`config.mk`:
```
export PLATFORM = sky130hd
export DESIGN_NAME = ov7670_capture
export DESIGN_NICKNAME = d
export VERILOG_FILES = /design/src/logic/ov7670_pkg.sv /design/src/logic/ov7670_capture.sv
export SDC_FILE = /design/constraint.sdc
export NUM_CORES = 1
export LEC_CHECK = 0
export ABC_AREA = 1
export BUFFER_PORTS_ARGS = -buffer_cell sky130_fd_sc_hd__buf_4
export CAP_MARGIN = 5
export CORE_MARGIN = 2
export CORE_UTILIZATION = 50
export CTS_CLUSTER_SIZE = 8
export DETAILED_ROUTE_END_ITERATION = 16
export PLACE_DENSITY = 0.73
export SETUP_SLACK_MARGIN = 0.3
export SYNTH_ARGS = -nofsm -noshare
export SYNTH_HDL_FRONTEND = slang
export SYNTH_SLANG_ARGS = --single-unit
```
`constraint.sdc`:
```
create_clock -name clk -period 2.3 [get_ports clk]
set_input_delay 0.46 -clock clk [delete_from_list [all_inputs] [get_ports clk]]
set_output_delay 0.46 -clock clk [all_outputs]
set_load 0.02 [all_outputs]
```
`src/logic/ov7670_pkg.sv`:
```
/*
  ov7670 colour tracker package
  shared pixel, camera byte, filter select and centroid types,
  plus the fixed histogram and threshold constants
*/

package ov7670_pkg;

  // one byte of the camera data port
  typedef logic [7:0] cam_byte_t;

  // buffered pixel, rgb444: red [11:8], green [7:4], blue [3:0]
  typedef logic [11:0] pxl_t;

  // one colour channel of a buffered pixel
  typedef logic [3:0] nibble_t;

  // colour filter select, value 3 means no filter
  typedef logic [1:0] color_sel_t;

  localparam color_sel_t c_sel_red   = 2'd0;
  localparam color_sel_t c_sel_green = 2'd1;
  localparam color_sel_t c_sel_blue  = 2'd2;

  // number of column bins of the histogram
  // fixed at 8 since the centroid goes out decoded, one bit per bin
  localparam int c_hist_bins = 8;

  // decoded centroid, bit i set when the median falls in bin i
  typedef logic [c_hist_bins-1:0] centroid_t;

  // a channel is "on" at or above this value, "off" below it
  localparam nibble_t c_color_thresh = 4'd8;

endpackage

```
`src/logic/ov7670_capture.sv`:
```
/*
  ov7670 capture
  samples the camera strobes in the clk domain, packs rgb565 byte pairs
  into rgb444 words for the frame buffer and flags each frame end
*/

module ov7670_capture
  #(parameter  c_img_cols    = 160,
    parameter  c_img_rows    = 120,
    localparam c_img_pxls    = c_img_cols * c_img_rows,
    localparam c_nb_img_pxls = $clog2(c_img_pxls))
  (input  logic                     clk,
   input  logic                     arst_n_i,
   input  logic                     pclk_i,   // camera pixel clock, async to clk
   input  logic                     vsync_i,
   input  logic                     href_i,
   input  ov7670_pkg::cam_byte_t    data_i,
   output logic                     we_o,     // one pulse per pixel
   output logic [c_nb_img_pxls-1:0] addr_o,   // raster order
   output ov7670_pkg::pxl_t         pxl_o,
   output logic                     frame_end_o);

  import ov7670_pkg::*;

  localparam logic [c_nb_img_pxls-1:0] c_last_addr = c_nb_img_pxls'(c_img_pxls - 1);

  logic [2:0] pclk_sr;   // 2 sync flops + 1 for edge detection
  logic [2:0] vsync_sr;
  logic [1:0] href_sr;
  cam_byte_t  data_d1;   // data delayed like the strobes, so they stay aligned
  cam_byte_t  data_d2;
  logic       pclk_rise;
  logic       vsync_rise;
  logic       take_byte;
  logic       byte_odd_q; // 0: first byte of the pair
  nibble_t    red_q;
  logic [2:0] grn_hi_q;   // green [5:3] from the first byte
  logic       written_q;  // some pixel written since last frame end

  always_ff @(posedge clk or negedge arst_n_i) begin
    if (!arst_n_i) begin
      pclk_sr  <= '0;
      vsync_sr <= '0;
      href_sr  <= '0;
    end else begin
      pclk_sr  <= {pclk_sr[1:0], pclk_i};
      vsync_sr <= {vsync_sr[1:0], vsync_i};
      href_sr  <= {href_sr[0], href_i};
    end
  end

  always_ff @(posedge clk) begin
    data_d1 <= data_i;
    data_d2 <= data_d1; // same delay as pclk_sr[1]
  end

  assign pclk_rise  = pclk_sr[1] & ~pclk_sr[2];
  assign vsync_rise = vsync_sr[1] & ~vsync_sr[2];
  assign take_byte  = pclk_rise & href_sr[1]; // bytes only count inside a line

  // byte phase and write strobe
  always_ff @(posedge clk or negedge arst_n_i) begin
    if (!arst_n_i) begin
      byte_odd_q <= 1'b0;
      we_o       <= 1'b0;
    end else begin
      we_o <= 1'b0;
      if (vsync_sr[1]) begin
        byte_odd_q <= 1'b0; // realign to first byte on each frame
      end else if (take_byte) begin
        byte_odd_q <= ~byte_odd_q;
        we_o       <= byte_odd_q; // pixel done with the second byte
      end
    end
  end

  // pixel assembly, keep top 4 bits of each channel
  always_ff @(posedge clk) begin
    if (take_byte && !vsync_sr[1]) begin
      if (!byte_odd_q) begin
        red_q    <= data_d2[7:4]; // R[4:1]
        grn_hi_q <= data_d2[2:0]; // G[5:3]
      end else begin
        pxl_o <= {red_q, grn_hi_q, data_d2[7], data_d2[4:1]}; // G[2], B[4:1]
      end
    end
  end

  // write address, steps after each write and sticks at the last pixel
  always_ff @(posedge clk or negedge arst_n_i) begin
    if (!arst_n_i) begin
      addr_o <= '0;
    end else if (vsync_sr[1]) begin
      addr_o <= '0;
    end else if (we_o && addr_o != c_last_addr) begin
      addr_o <= addr_o + 1'b1;
    end
  end

  // frame end only when a frame was really written
  always_ff @(posedge clk or negedge arst_n_i) begin
    if (!arst_n_i) begin
      written_q   <= 1'b0;
      frame_end_o <= 1'b0;
    end else begin
      frame_end_o <= vsync_rise & written_q;
      if (vsync_rise)
        written_q <= 1'b0;
      else if (we_o)
        written_q <= 1'b1;
    end
  end

endmodule

```
==> run_results.csv, run 1 <==
group,metric,value,unit
run_status,status,"finished, final reports clean",
global_route,grt.total_usage,16.7,%
timing,hold_viol,0,
routing,via_per_inst,4.98,
yosys,syn_area,0.00221,mm²
floorplanning,die_y,70.5,µm
routing,wl,3780,µm
placed_design,io_buffers,41,
timing,fmax,0.576,GHz
yosys,yosys-top-cells-area,"dfrtp_1 31%, edfxtp_1 26%, dfxtp_1 14%",
cts,numClockSinks,62,
cts,cts_root_buf,"clkbuf_8",
yosys,synth_top_family_by_area,"simple AND/OR/NAND/NOR gates",
global_route,overflow,0,
timing,timing.hold.ws,42.0,ps
yosys,synth_cell_types,22,
cts,cts_resized,0,
pwr,pwr-share-clk,41.8,%
layout,fin_nets,260,
yosys,synth_xor_xnor_area_share,1.98,%
cts,cts_hold_buf,0,
yosys,synth_fa_ha_area_share,0.566,%
hold_path,holdCritPathClass,"input pin to async pin",
global_route,antenna_found_initial,0,
critical_path,endpoint_kind,"flop",
global_route,grt_max_degree,28,
routing,drc_errors,0,
routing,drt_iter0_drc,81,
pwr,swShare,19.9,%
timing,worst_pin_slew,879,ps
timing,fin_tns_setup,0,ps
pwr,seqPwrFrac,56.0,%
yosys,synth.area.mux_share,0,%
yosys,syn_nets,210,
timing,finalSetupViolCount,0,
layout,syn_to_final_growth,24.8,%
cts,clkTransAtPathRegs,60,ps
floorplanning,io_pins,42,
yosys,yosysTopAreaCell,"dfrtp_1",
layout,layout-drive-gt1-share,25.1,%
routing,dr.pass1.iters,4,
floorplanning,rows,24,
floorplanning,coreArea,0.00429,mm²
pwr,vdd_drop_max,0.000553,V
yosys,ys_seq_elements,62,
cts,cts_made_buffers,9,
yosys,synth-compound-area-share,0.848,%
pwr,comb_power_share,2.2,%
timing,finalCritPeriodShare,75.5,%
routing,vias,1508,
cts,post_cts_buffers,0,
layout,antenna_cells,0,
global_route,grt_pass1_vias,1438,
layout,fill_cells,351,
layout,regArea,0.00157,mm²
floorplanning,die_w,70.5,µm
timing,layout_min_cycle_time,1740,ps
placed_design,gp_congestion,0.825,
pwr,leakage,0.00126,µW
pwr,p_sw,416,µW
critical_path,startpoint_type,"flop",
cts,clk_path_buf_depth,2,
timing,slew_viol_final,0,
cts,htree_levels,3,
run,cap_viol_max_count,0,
pwr,power_density,756,mW/mm²
yosys,ys_warn_count,0,
placed_design,dp_hpwl,2640,µm
pwr,internal-power,1670,µW
yosys,yosysSeqAreaShare,70.8,%
timing,rsz0062_at_grt,"no",
routing,wire_per_inst,12.5,µm
routing,antenna_left,0,
yosys,avgSynthCellArea,11.3,µm²
yosys,synth-simple-area-share,22.9,%
cts,insertion_delay,320,ps
timing,fin_skew,8.41,ps
cts,cts_tree,"yes",
floorplanning,die_area,0.00497,mm²
critical_path,crit_type,"flop to flop",
critical_path,cp.required,2510,ps
floorplanning,initial_core_util,51.5,%
global_route,grt_pass1_wl,6250,µm
yosys,synth_top_area_share,30.5,%
layout,multi_input_area,586,µm²
yosys,syn_inst,196,
timing,relSlewSlack,41.0,%
critical_path,critPathArrivalTime,1950,ps
critical_path,cp_max_fo,16,
[per-stage QoR]
step	worst slack, ps	cells	cell area [µm²]	power (µW)	util [%]
after floorplan	394	196	2210	1200	-
after global placement	601	287	2580	1240	60.0
after detailed placement	570	287	2580	1240	60.0
after CTS	562	303	2760	2120	64.3
after global routing	378	303	2760	2170	64.3
final	564	303	2760	2090	64.3
[power by group through the flow]
stage / clock [µW] / sequential (µW) / combinational, µW
global route: 949 / 1170 / 51.1
floorplan: 0 / 1190 / 15.4
detailed placement: 0 / 1190 / 46.5
CTS: 906 / 1170 / 46.6
global placement: 0 / 1190 / 45.4
finish: 873 / 1170 / 45.2
[flip-flops by register name, indices dropped and copies added (netlist names), 2 cells and up]
register  cells
addr_o       15
data_d2       8
data_d1       8
href_sr       2
red_q         4
pxl_o        12
grn_hi_q      3
vsync_sr      3
pclk_sr       3
[synthesized netlist by cell type]
library cell and count:
nand4_1 13, inv_2 2, nand2_1 55, clkinv_1 1, clkbuf_1 1, buf_2 1, nor3_1 3, nor2_4 4
o22ai_1 1, nor2_1 19, nand3b_1 2, buf_6 1, inv_1 9, dfxtp_1 16, a21o_1 1, nand2_2 1
dfrtp_1 27, ha_1 1, xor2_1 5, a21oi_1 1, nand3_1 13, edfxtp_1 19
[per-layer routing]
| layer | GRT usage, % | vias to the layer above | part of all wire (%) |
|---|---|---|---|
| li1 | - | 756 | - |
| met1 | 19.8 | 712 | 43 |
| met2 | 27.3 | 36 | 50 |
| met3 | 5.77 | 4 | 5.3 |
| met4 | 8.33 | 0 | 1.1 |
| met5 | 0 | - | 0 |
[cells by family (layout without fill, tap and decap cells)]
| kind of cell | after synthesis | in the layout |
|---|---|---|
| fa+ha+maj | 1 | 1 |
| compound gates | 3 | 3 |
| flops | 62 | 62 |
| simple gates | 110 | 110 |
| buf+inv | 15 | 70 |
| xor+xnor | 5 | 5 |
[critical path, cell delays in order, from the launching register on]
cell	delay, ps
dfrtp_1	420
ha_1	260
nand3_1	160
inv_2	70
nand2_2	70
nor2_4	40
nor2_4	320
nor2_4	140
nand2_1	90
nand2_1	50
[final timing paths]
kind	startpoint	endpoint	slack, ps	depth (start not counted)
max in group asynchronous	arst_n_i	vsync_sr[0]$_DFF_PN0_	1990	1
hold / removal	arst_n_i	addr_o[7]$_DFFE_PN0P_	40	1
min in group clk	data_i[3]	data_d1[3]$_DFF_P_	240	1
setup reg to reg	addr_o[0]$_DFFE_PN0P_	addr_o[13]$_DFFE_PN0P_	560	9
setup / recovery	addr_o[0]$_DFFE_PN0P_	addr_o[13]$_DFFE_PN0P_	560	9
hold reg to reg	data_d1[5]$_DFF_P_	data_d2[5]$_DFF_P_	320	0
[cell type report]
cell class	instances	area share (%)
clock buffer	11	4.76
clock inverter	5	1.86
inverter	12	1.63
multi-input combinational	119	21.2
sequential	62	56.8
tap	52	2.36
timing repair buffer	42	11.4
[cells in the final DEF (no fill, tap or decap), drive strengths merged]
master	n
nand2	56
dfxtp	16
nand3	13
nor2	23
nand3b	2
buf	42
nor3	3
bufinv	1
clkbuf	11
dfrtp	27
clkinv	4
clkinvlp	1
o22ai	1
nand4	13
a21oi	1
a21o	1
inv	11
xor2	5
edfxtp	19
ha	1
Note: power is estimated with default switching activity, not from simulation.
==> inputs of run 2 (changes only) <==
- ABC_AREA: 1 -> 0
- PLACE_DENSITY: 0.73 -> 0.74
- clock period: 2.3 -> 1.6 ns (I/O delays scaled with it)
==> run 2 against run 1 <==
The run now ends with negative setup slack left; die area decreased by 6.8%; global-route usage increased by 4.5 points; synthesized cell count decreased by 27%; critical path depth decreased by 4; clock power increased by 36%; sequential share of layout area decreased by 5.9 points; first-iteration DRC count increased by 57%; setup slack got worse by 680 ps; clock skew increased by 3.9 ps; wire length increased by 31%; non-clock buffer count increased by 30; highest routed layer unchanged.
==> run_results.csv, run 2 <==
group,metric,value,unit
timing,rsz0062_at_grt,"yes",
layout,layout-drive-gt1-share,51.8,%
yosys,synth-simple-area-share,12.4,%
routing,wl,4960,µm
timing,relSlewSlack,69.3,%
cts,cts_tree,"yes",
yosys,async_flop_share,43.5,%
critical_path,cp_max_fo,8,
cts,numClockSinks,62,
yosys,synth_common_cells,"27 x dfrtp_1, 19 x edfxtp_1, 16 x dfxtp_1",
routing,antenna_left,0,
floorplanning,die_w,68.1,µm
yosys,syn_nets,157,
layout,regArea,0.00157,mm²
routing,drt_iter0_drc,127,
layout,multi_input_area,597,µm²
timing,slew_viol_final,0,
critical_path,endpoint_kind,"flop",
timing,fin_tns_setup,-990,ps
yosys,syn_area,0.00205,mm²
yosys,synth_xor_xnor_area_share,1.28,%
cts,insertion_delay,340,ps
global_route,grt_pass1_wl,6650,µm
placed_design,dp_hpwl,2710,µm
timing,hold_viol,0,
routing,drc_errors,0,
critical_path,startpoint_type,"flop",
timing,fmax,0.583,GHz
layout,most-common-layout-cells,"45 x buf_4, 22 x dfrtp_1, 22 x buf_6, 19 x edfxtp_1, 16 x dfxtp_1",
hold_path,holdCritPathClass,"input pin to flop",
timing,layout_min_cycle_time,1720,ps
yosys,yosysTopAreaCell,"dfrtp_1",
global_route,overflow,0,
global_route,grt_pass1_vias,1504,
floorplanning,die_y,68.1,µm
routing,wire_per_inst,18.0,µm
yosys,yosys-top-cells-area,"dfrtp_1 33%, edfxtp_1 28%, dfxtp_1 16%",
cts,clk_path_buf_depth,2,
timing,fin_skew,12.3,ps
layout,largest_reg_flops,15,
placed_design,io_buffers,41,
cts,cts_made_buffers,9,
run,cap_viol_max_count,0,
timing,worst_slack,-117,ps
critical_path,critPathArrivalTime,1930,ps
floorplanning,coreArea,0.00397,mm²
layout,top_regs,"addr_o x15, pxl_o x12",
timing,finalSetupViolCount,14,
run_status,failed_checks,"negative setup slack",
layout,top_register,"addr_o",
floorplanning,die_area,0.00463,mm²
layout,syn_to_final_growth,50.9,%
yosys,avgSynthCellArea,14.3,µm²
placed_design,gp_congestion,0.840,
yosys,synthFlopType,"dfrtp_1",
floorplanning,rows,23,
floorplanning,initial_core_util,51.7,%
layout,fin_nets,235,
global_route,antenna_found_initial,0,
routing,via_per_inst,5.37,
critical_path,cp.required,1820,ps
routing,vias,1481,
timing,worst_pin_slew,457,ps
pwr,vdd_drop_max,0.000878,V
run_status,status,"finished, violations left",
cts,htree_levels,3,
yosys,synth.area.mux_share,1.59,%
layout,antenna_cells,0,
yosys,synth-compound-area-share,5.85,%
pwr,power_density,952,mW/mm²
yosys,yosysSeqAreaShare,76.3,%
global_route,grt.total_usage,21.2,%
yosys,synth_cell_types,30,
yosys,ys_warn_count,0,
critical_path,crit_type,"flop to flop",
placed_design,dpl_cell_area,0.00259,mm²
timing,finalCritPeriodShare,107,%
yosys,synth_top_family_by_area,"simple AND/OR/NAND/NOR gates",
pwr,leakage,0.00129,µW
layout,final_core_utilization,77.9,%
yosys,synth_top_area_share,32.9,%
layout,fill_cells,196,
cts,clkTransAtPathRegs,70,ps
floorplanning,io_pins,42,
layout,finalInstanceArea,0.00310,mm²
yosys,synth_edf_count,19,
routing,dr.pass1.iters,4,
yosys,yosysMostFrequentCell,"dfrtp_1",
yosys,synth_fa_ha_area_share,0.610,%
yosys,ys_seq_elements,62,
layout,layout_commonest_cell,"buf_4",
yosys,syn_inst,143,
global_route,grt_max_degree,28,
cts,cts_root_buf,"clkbuf_8",
-- run 2: cell types whose count changed in the layout (fill, tap and decap cells not counted), sizes merged, moves of 3 or more --
cell,delta
o21ai,+8
nor3b,+3
inv,-8
nand4,-11
a21oi,+10
buf,+28
nor2,-16
nand3,-9
and4,+3
or3,+8
nor2b,+3
nand2,-51
-- run 2: cells by family after synthesis --
kind of cell    count (synthesis)
flops                          62
mux                             3
xor+xnor                        3
simple gates                   44
buf+inv                         8
compound gates                 22
fa+ha+maj                       1
-- run 2: worst paths after layout --
path                                        from                      to  slack (ps)  depth (start not counted)
setup / recovery           addr_o[0]$_DFFE_PN0P_  addr_o[13]$_DFFE_PN0P_        -120                          5
hold / removal                         data_i[5]      data_d1[5]$_DFF_P_          90                          1
setup reg to reg           addr_o[0]$_DFFE_PN0P_  addr_o[13]$_DFFE_PN0P_        -120                          5
hold reg to reg               data_d1[6]$_DFF_P_      data_d2[6]$_DFF_P_         330                          0
max in group asynchronous               arst_n_i   addr_o[0]$_DFFE_PN0P_         860                          2
min in group asynchronous               arst_n_i   addr_o[8]$_DFFE_PN0P_         430                          2
-- run 2: layout make-up --
cell class	count	area share [%]
flip-flops and latches	62	50.8
clock buffers	10	4.12
multi-input cells	73	19.3
repair buffers	72	21.8
clock inverters	6	1.58
well taps	50	2.02
inverters	3	0.364
-- run 2: timing repair --
item / CTS / global route
endpoints found under the setup margin: 46 / 48
gates cloned: 0 / 1
setup buffers: 5 / 6
pin swaps: 2 / 8
hold buffers: 1 / 0
endpoints found under the hold margin: 27 / 0
gates resized for setup: 30 / 20
-- run 2: worst max-delay path, cell delays in order, from the launching register on --
cell     delay, ps
dfrtp_2        420
ha_4           170
and4_4         150
a41o_4         260
nor3_1         240
mux2_2         370
-- run 2: power by group --
| part | switching, µW | internal [µW] |
|---|---|---|
| sequential | 20.7 | 1670 |
| clock | 619 | 568 |
| combinational | 37.1 | 35.8 |
-- run 2: per-layer routing --
layer	track usage, %	vias up	share of wire, %
met5	0	-	0
met4	16.3	0	5.0
met3	8.72	22	4.6
met2	35.0	63	53
met1	21.3	724	38
li1	-	672	-
-- run 2: per-stage QoR --
step | hold WS (ps) | setup WS [ps] | instances | total power, µW
6_report | 85.3 | -117 | 276 | 2950
5_1_grt | 61.4 | -161 | 276 | 3050
4_1_cts | 66.7 | -81.6 | 269 | 2950
3_5_place_dp | 256 | -147 | 247 | 1780
3_3_place_gp | 241 | -73.5 | 247 | 1770
2_1_floorplan | 24.4 | -188 | 143 | 1730
==> inputs of run 3 (changes only) <==
- CORE_MARGIN: 2 -> 10
- CORE_UTILIZATION: 50 -> 53
- MAX_ROUTING_LAYER: not set -> met4
- PLACE_DENSITY: 0.74 -> 0.77
==> run 3 against run 2 <==
The flow still finishes with violations (negative setup slack); non-clock buffer count stayed put; combinational power is 10% higher; final area is 1.1% higher; core utilization is 6.3 points higher; largest power group unchanged; highest routed layer unchanged.
==> run_results.csv, run 3 (same netlist as run 2, synthesis figures left out) <==
group,metric,value,unit
run_status,status,"finished, violations left",
run_status,failed_checks,"negative setup slack",
routing,dr.pass1.iters,4,
timing,fin_skew,7.20,ps
pwr,swShare,20.4,%
timing,worst_pin_slew,426,ps
cts,htree_levels,3,
layout,layout_commonest_cell,"buf_4",
layout,top_register,"addr_o",
critical_path,crit_family,"flip-flops",
routing,drt_iter0_drc,85,
floorplanning,coreArea,0.00372,mm²
layout,most-common-layout-cells,"38 x buf_4, 30 x buf_6, 24 x dfrtp_1, 19 x edfxtp_1, 16 x dfxtp_1",
layout,top_regs,"addr_o x15, pxl_o x12",
layout,antenna_cells,0,
routing,wl,5490,µm
critical_path,cp.depth,5,
floorplanning,die_y,82.2,µm
placed_design,dp_cells,247,
global_route,overflow,0,
timing,finalCritPeriodShare,110,%
critical_path,endpoint_kind,"flop",
routing,vias,1512,
global_route,antenna_found_initial,0,
timing,finalSetupViolCount,15,
cts,numClockSinks,62,
floorplanning,die_area,0.00676,mm²
cts,cts_tree,"yes",
floorplanning,rows,22,
cts,clk_path_buf_depth,2,
placed_design,io_buffers,41,
routing,wire_per_inst,20.0,µm
timing,relSlewSlack,71.6,%
cts,clkTransAtPathRegs,70,ps
global_route,grt_pass1_wl,8070,µm
critical_path,crit_chain,"ha_4 -> and4_4 -> a41o_4 -> nor3_2 -> mux2_2",
pwr,power_density,988,mW/mm²
critical_path,cp_slowest_cell,"dfrtp_2",
routing,drc_errors,0,
layout,final_cells,274,
routing,antenna_left,0,
cts,cts_made_buffers,9,
layout,syn_to_final_growth,52.6,%
critical_path,crit_buf_inv,0,
global_route,grt.total_usage,17.0,%
timing,slew_viol_final,0,
timing,rsz0062_at_grt,"yes",
critical_path,r2r-end,"addr_o[13]$_DFFE_PN0P_",
pwr,vdd_drop_max,0.000839,V
hold_path,holdCritPathClass,"input pin to flop",
floorplanning,io_pins,42,
routing,via_per_inst,5.52,
pwr,p_sw,631,µW
pwr,internal-power,2460,µW
critical_path,critPathArrivalTime,1980,ps
floorplanning,initial_core_util,55.2,%
critical_path,critPathCapture,"addr_o[13]$_DFFE_PN0P_",
global_route,grt_pass1_vias,1581,
critical_path,reg2reg_depth,5,
global_route,grt_max_degree,28,
timing,layout_min_cycle_time,1770,ps
placed_design,dp_hpwl,3110,µm
critical_path,crit_type,"flop to flop",
critical_path,max_stage_delay,430,ps
critical_path,cp.required,1810,ps
pwr,fin_total_pwr,3090,µW
run,cap_viol_max_count,0,
critical_path,startpoint_type,"flop",
cts,insertion_delay,330,ps
layout,final_core_utilization,84.2,%
critical_path,reg2reg_from,"addr_o[1]$_DFFE_PN0P_",
pwr,pwr-share-clk,42.9,%
cts,cts_root_buf,"clkbuf_8",
pwr,leakage,0.00131,µW
timing,worst_slack,-166,ps
critical_path,crit_path_start,"addr_o[1]$_DFFE_PN0P_",
timing,fin_tns_setup,-1450,ps
layout,layout-drive-gt1-share,50.4,%
layout,largest_reg_flops,15,
floorplanning,die_w,82.2,µm
layout,fin_nets,235,
pwr,comb_power_share,2.6,%
critical_path,cp_max_fo,7,
critical_path,r2r_setup_slack,-170,ps
placed_design,gp_congestion,0.839,
timing,fmax,0.566,GHz
pwr,seqPwrFrac,54.5,%
timing,hold_viol,0,
-- run 3: cell types whose count changed in the layout (fill, tap and decap cells not counted), moves of 2 or more --
cell,previous run,this run
buf_4,45,38
clkinv_4,3,0
o21ai_1,7,5
clkinvlp_4,3,1
clkinv_2,0,2
dfrtp_2,5,3
buf_6,22,30
dfrtp_1,22,24
-- run 3: final cells by class --
class | instances | area [µm²]
Sequential cell | 62 | 1570
Timing Repair Buffer | 72 | 701
Multi-Input combinational cell | 73 | 596
Fill cell | 182 | 586
Clock buffer | 12 | 145
Tap cell | 48 | 60.1
Clock inverter | 4 | 47.5
Inverter | 3 | 11.3
-- run 3: routing by layer --
| metal | track usage, % | wire length [µm] |
|---|---|---|
| met5 | - | 0 |
| met2 | 29.2 | 3000 |
| met4 | 11.1 | 187 |
| met3 | 4.54 | 270 |
| met1 | 16.7 | 2030 |
-- run 3: through the flow --
step           area, µm²  setup WS (ps)  hold slack (ps)
6_report            3130           -166             85.8
5_1_grt             3130           -240             70.9
4_1_cts             3060           -129             73.9
3_5_place_dp        2610           -194              250
3_3_place_gp        2610          -75.5              241
2_1_floorplan       2110           -188             24.4
-- run 3: worst min-delay path by stage --
| stage | startpoint | slack (ps) | to | cells after the start |
|---|---|---|---|---|
| 6_report | data_i[7] | 90 | data_d1[7]$_DFF_P_ | 1 |
| 5_1_grt | data_i[2] | 70 | data_d1[2]$_DFF_P_ | 1 |
| 4_1_cts | data_i[4] | 70 | data_d1[4]$_DFF_P_ | 1 |
| 3_5_place_dp | arst_n_i | 250 | addr_o[12]$_DFFE_PN0P_ | 1 |
| 3_3_place_gp | arst_n_i | 240 | addr_o[12]$_DFFE_PN0P_ | 1 |
| 2_1_floorplan | arst_n_i | 20 | addr_o[0]$_DFFE_PN0P_ | 0 |
-- run 3: what timing repair did --
item | 4_1_cts | 5_1_grt
resized for setup | 40 | 15
hold buffers | 1 | 0
setup endpoints to repair | 47 | 47
setup buffers | 7 | 2
pin swaps | 4 | 4
hold endpoints to repair | 27 | 0
cloned | 1 | 0
-- run 3: power groups by stage --
stage / sequential [µW] / clock (µW) / combinational (µW)
detailed placement: 1720 / 0 / 64.0
global route: 1690 / 1420 / 86.8
finish: 1690 / 1330 / 80.3
floorplan: 1710 / 0 / 20.8
CTS: 1690 / 1340 / 76.8
global placement: 1710 / 0 / 61.1
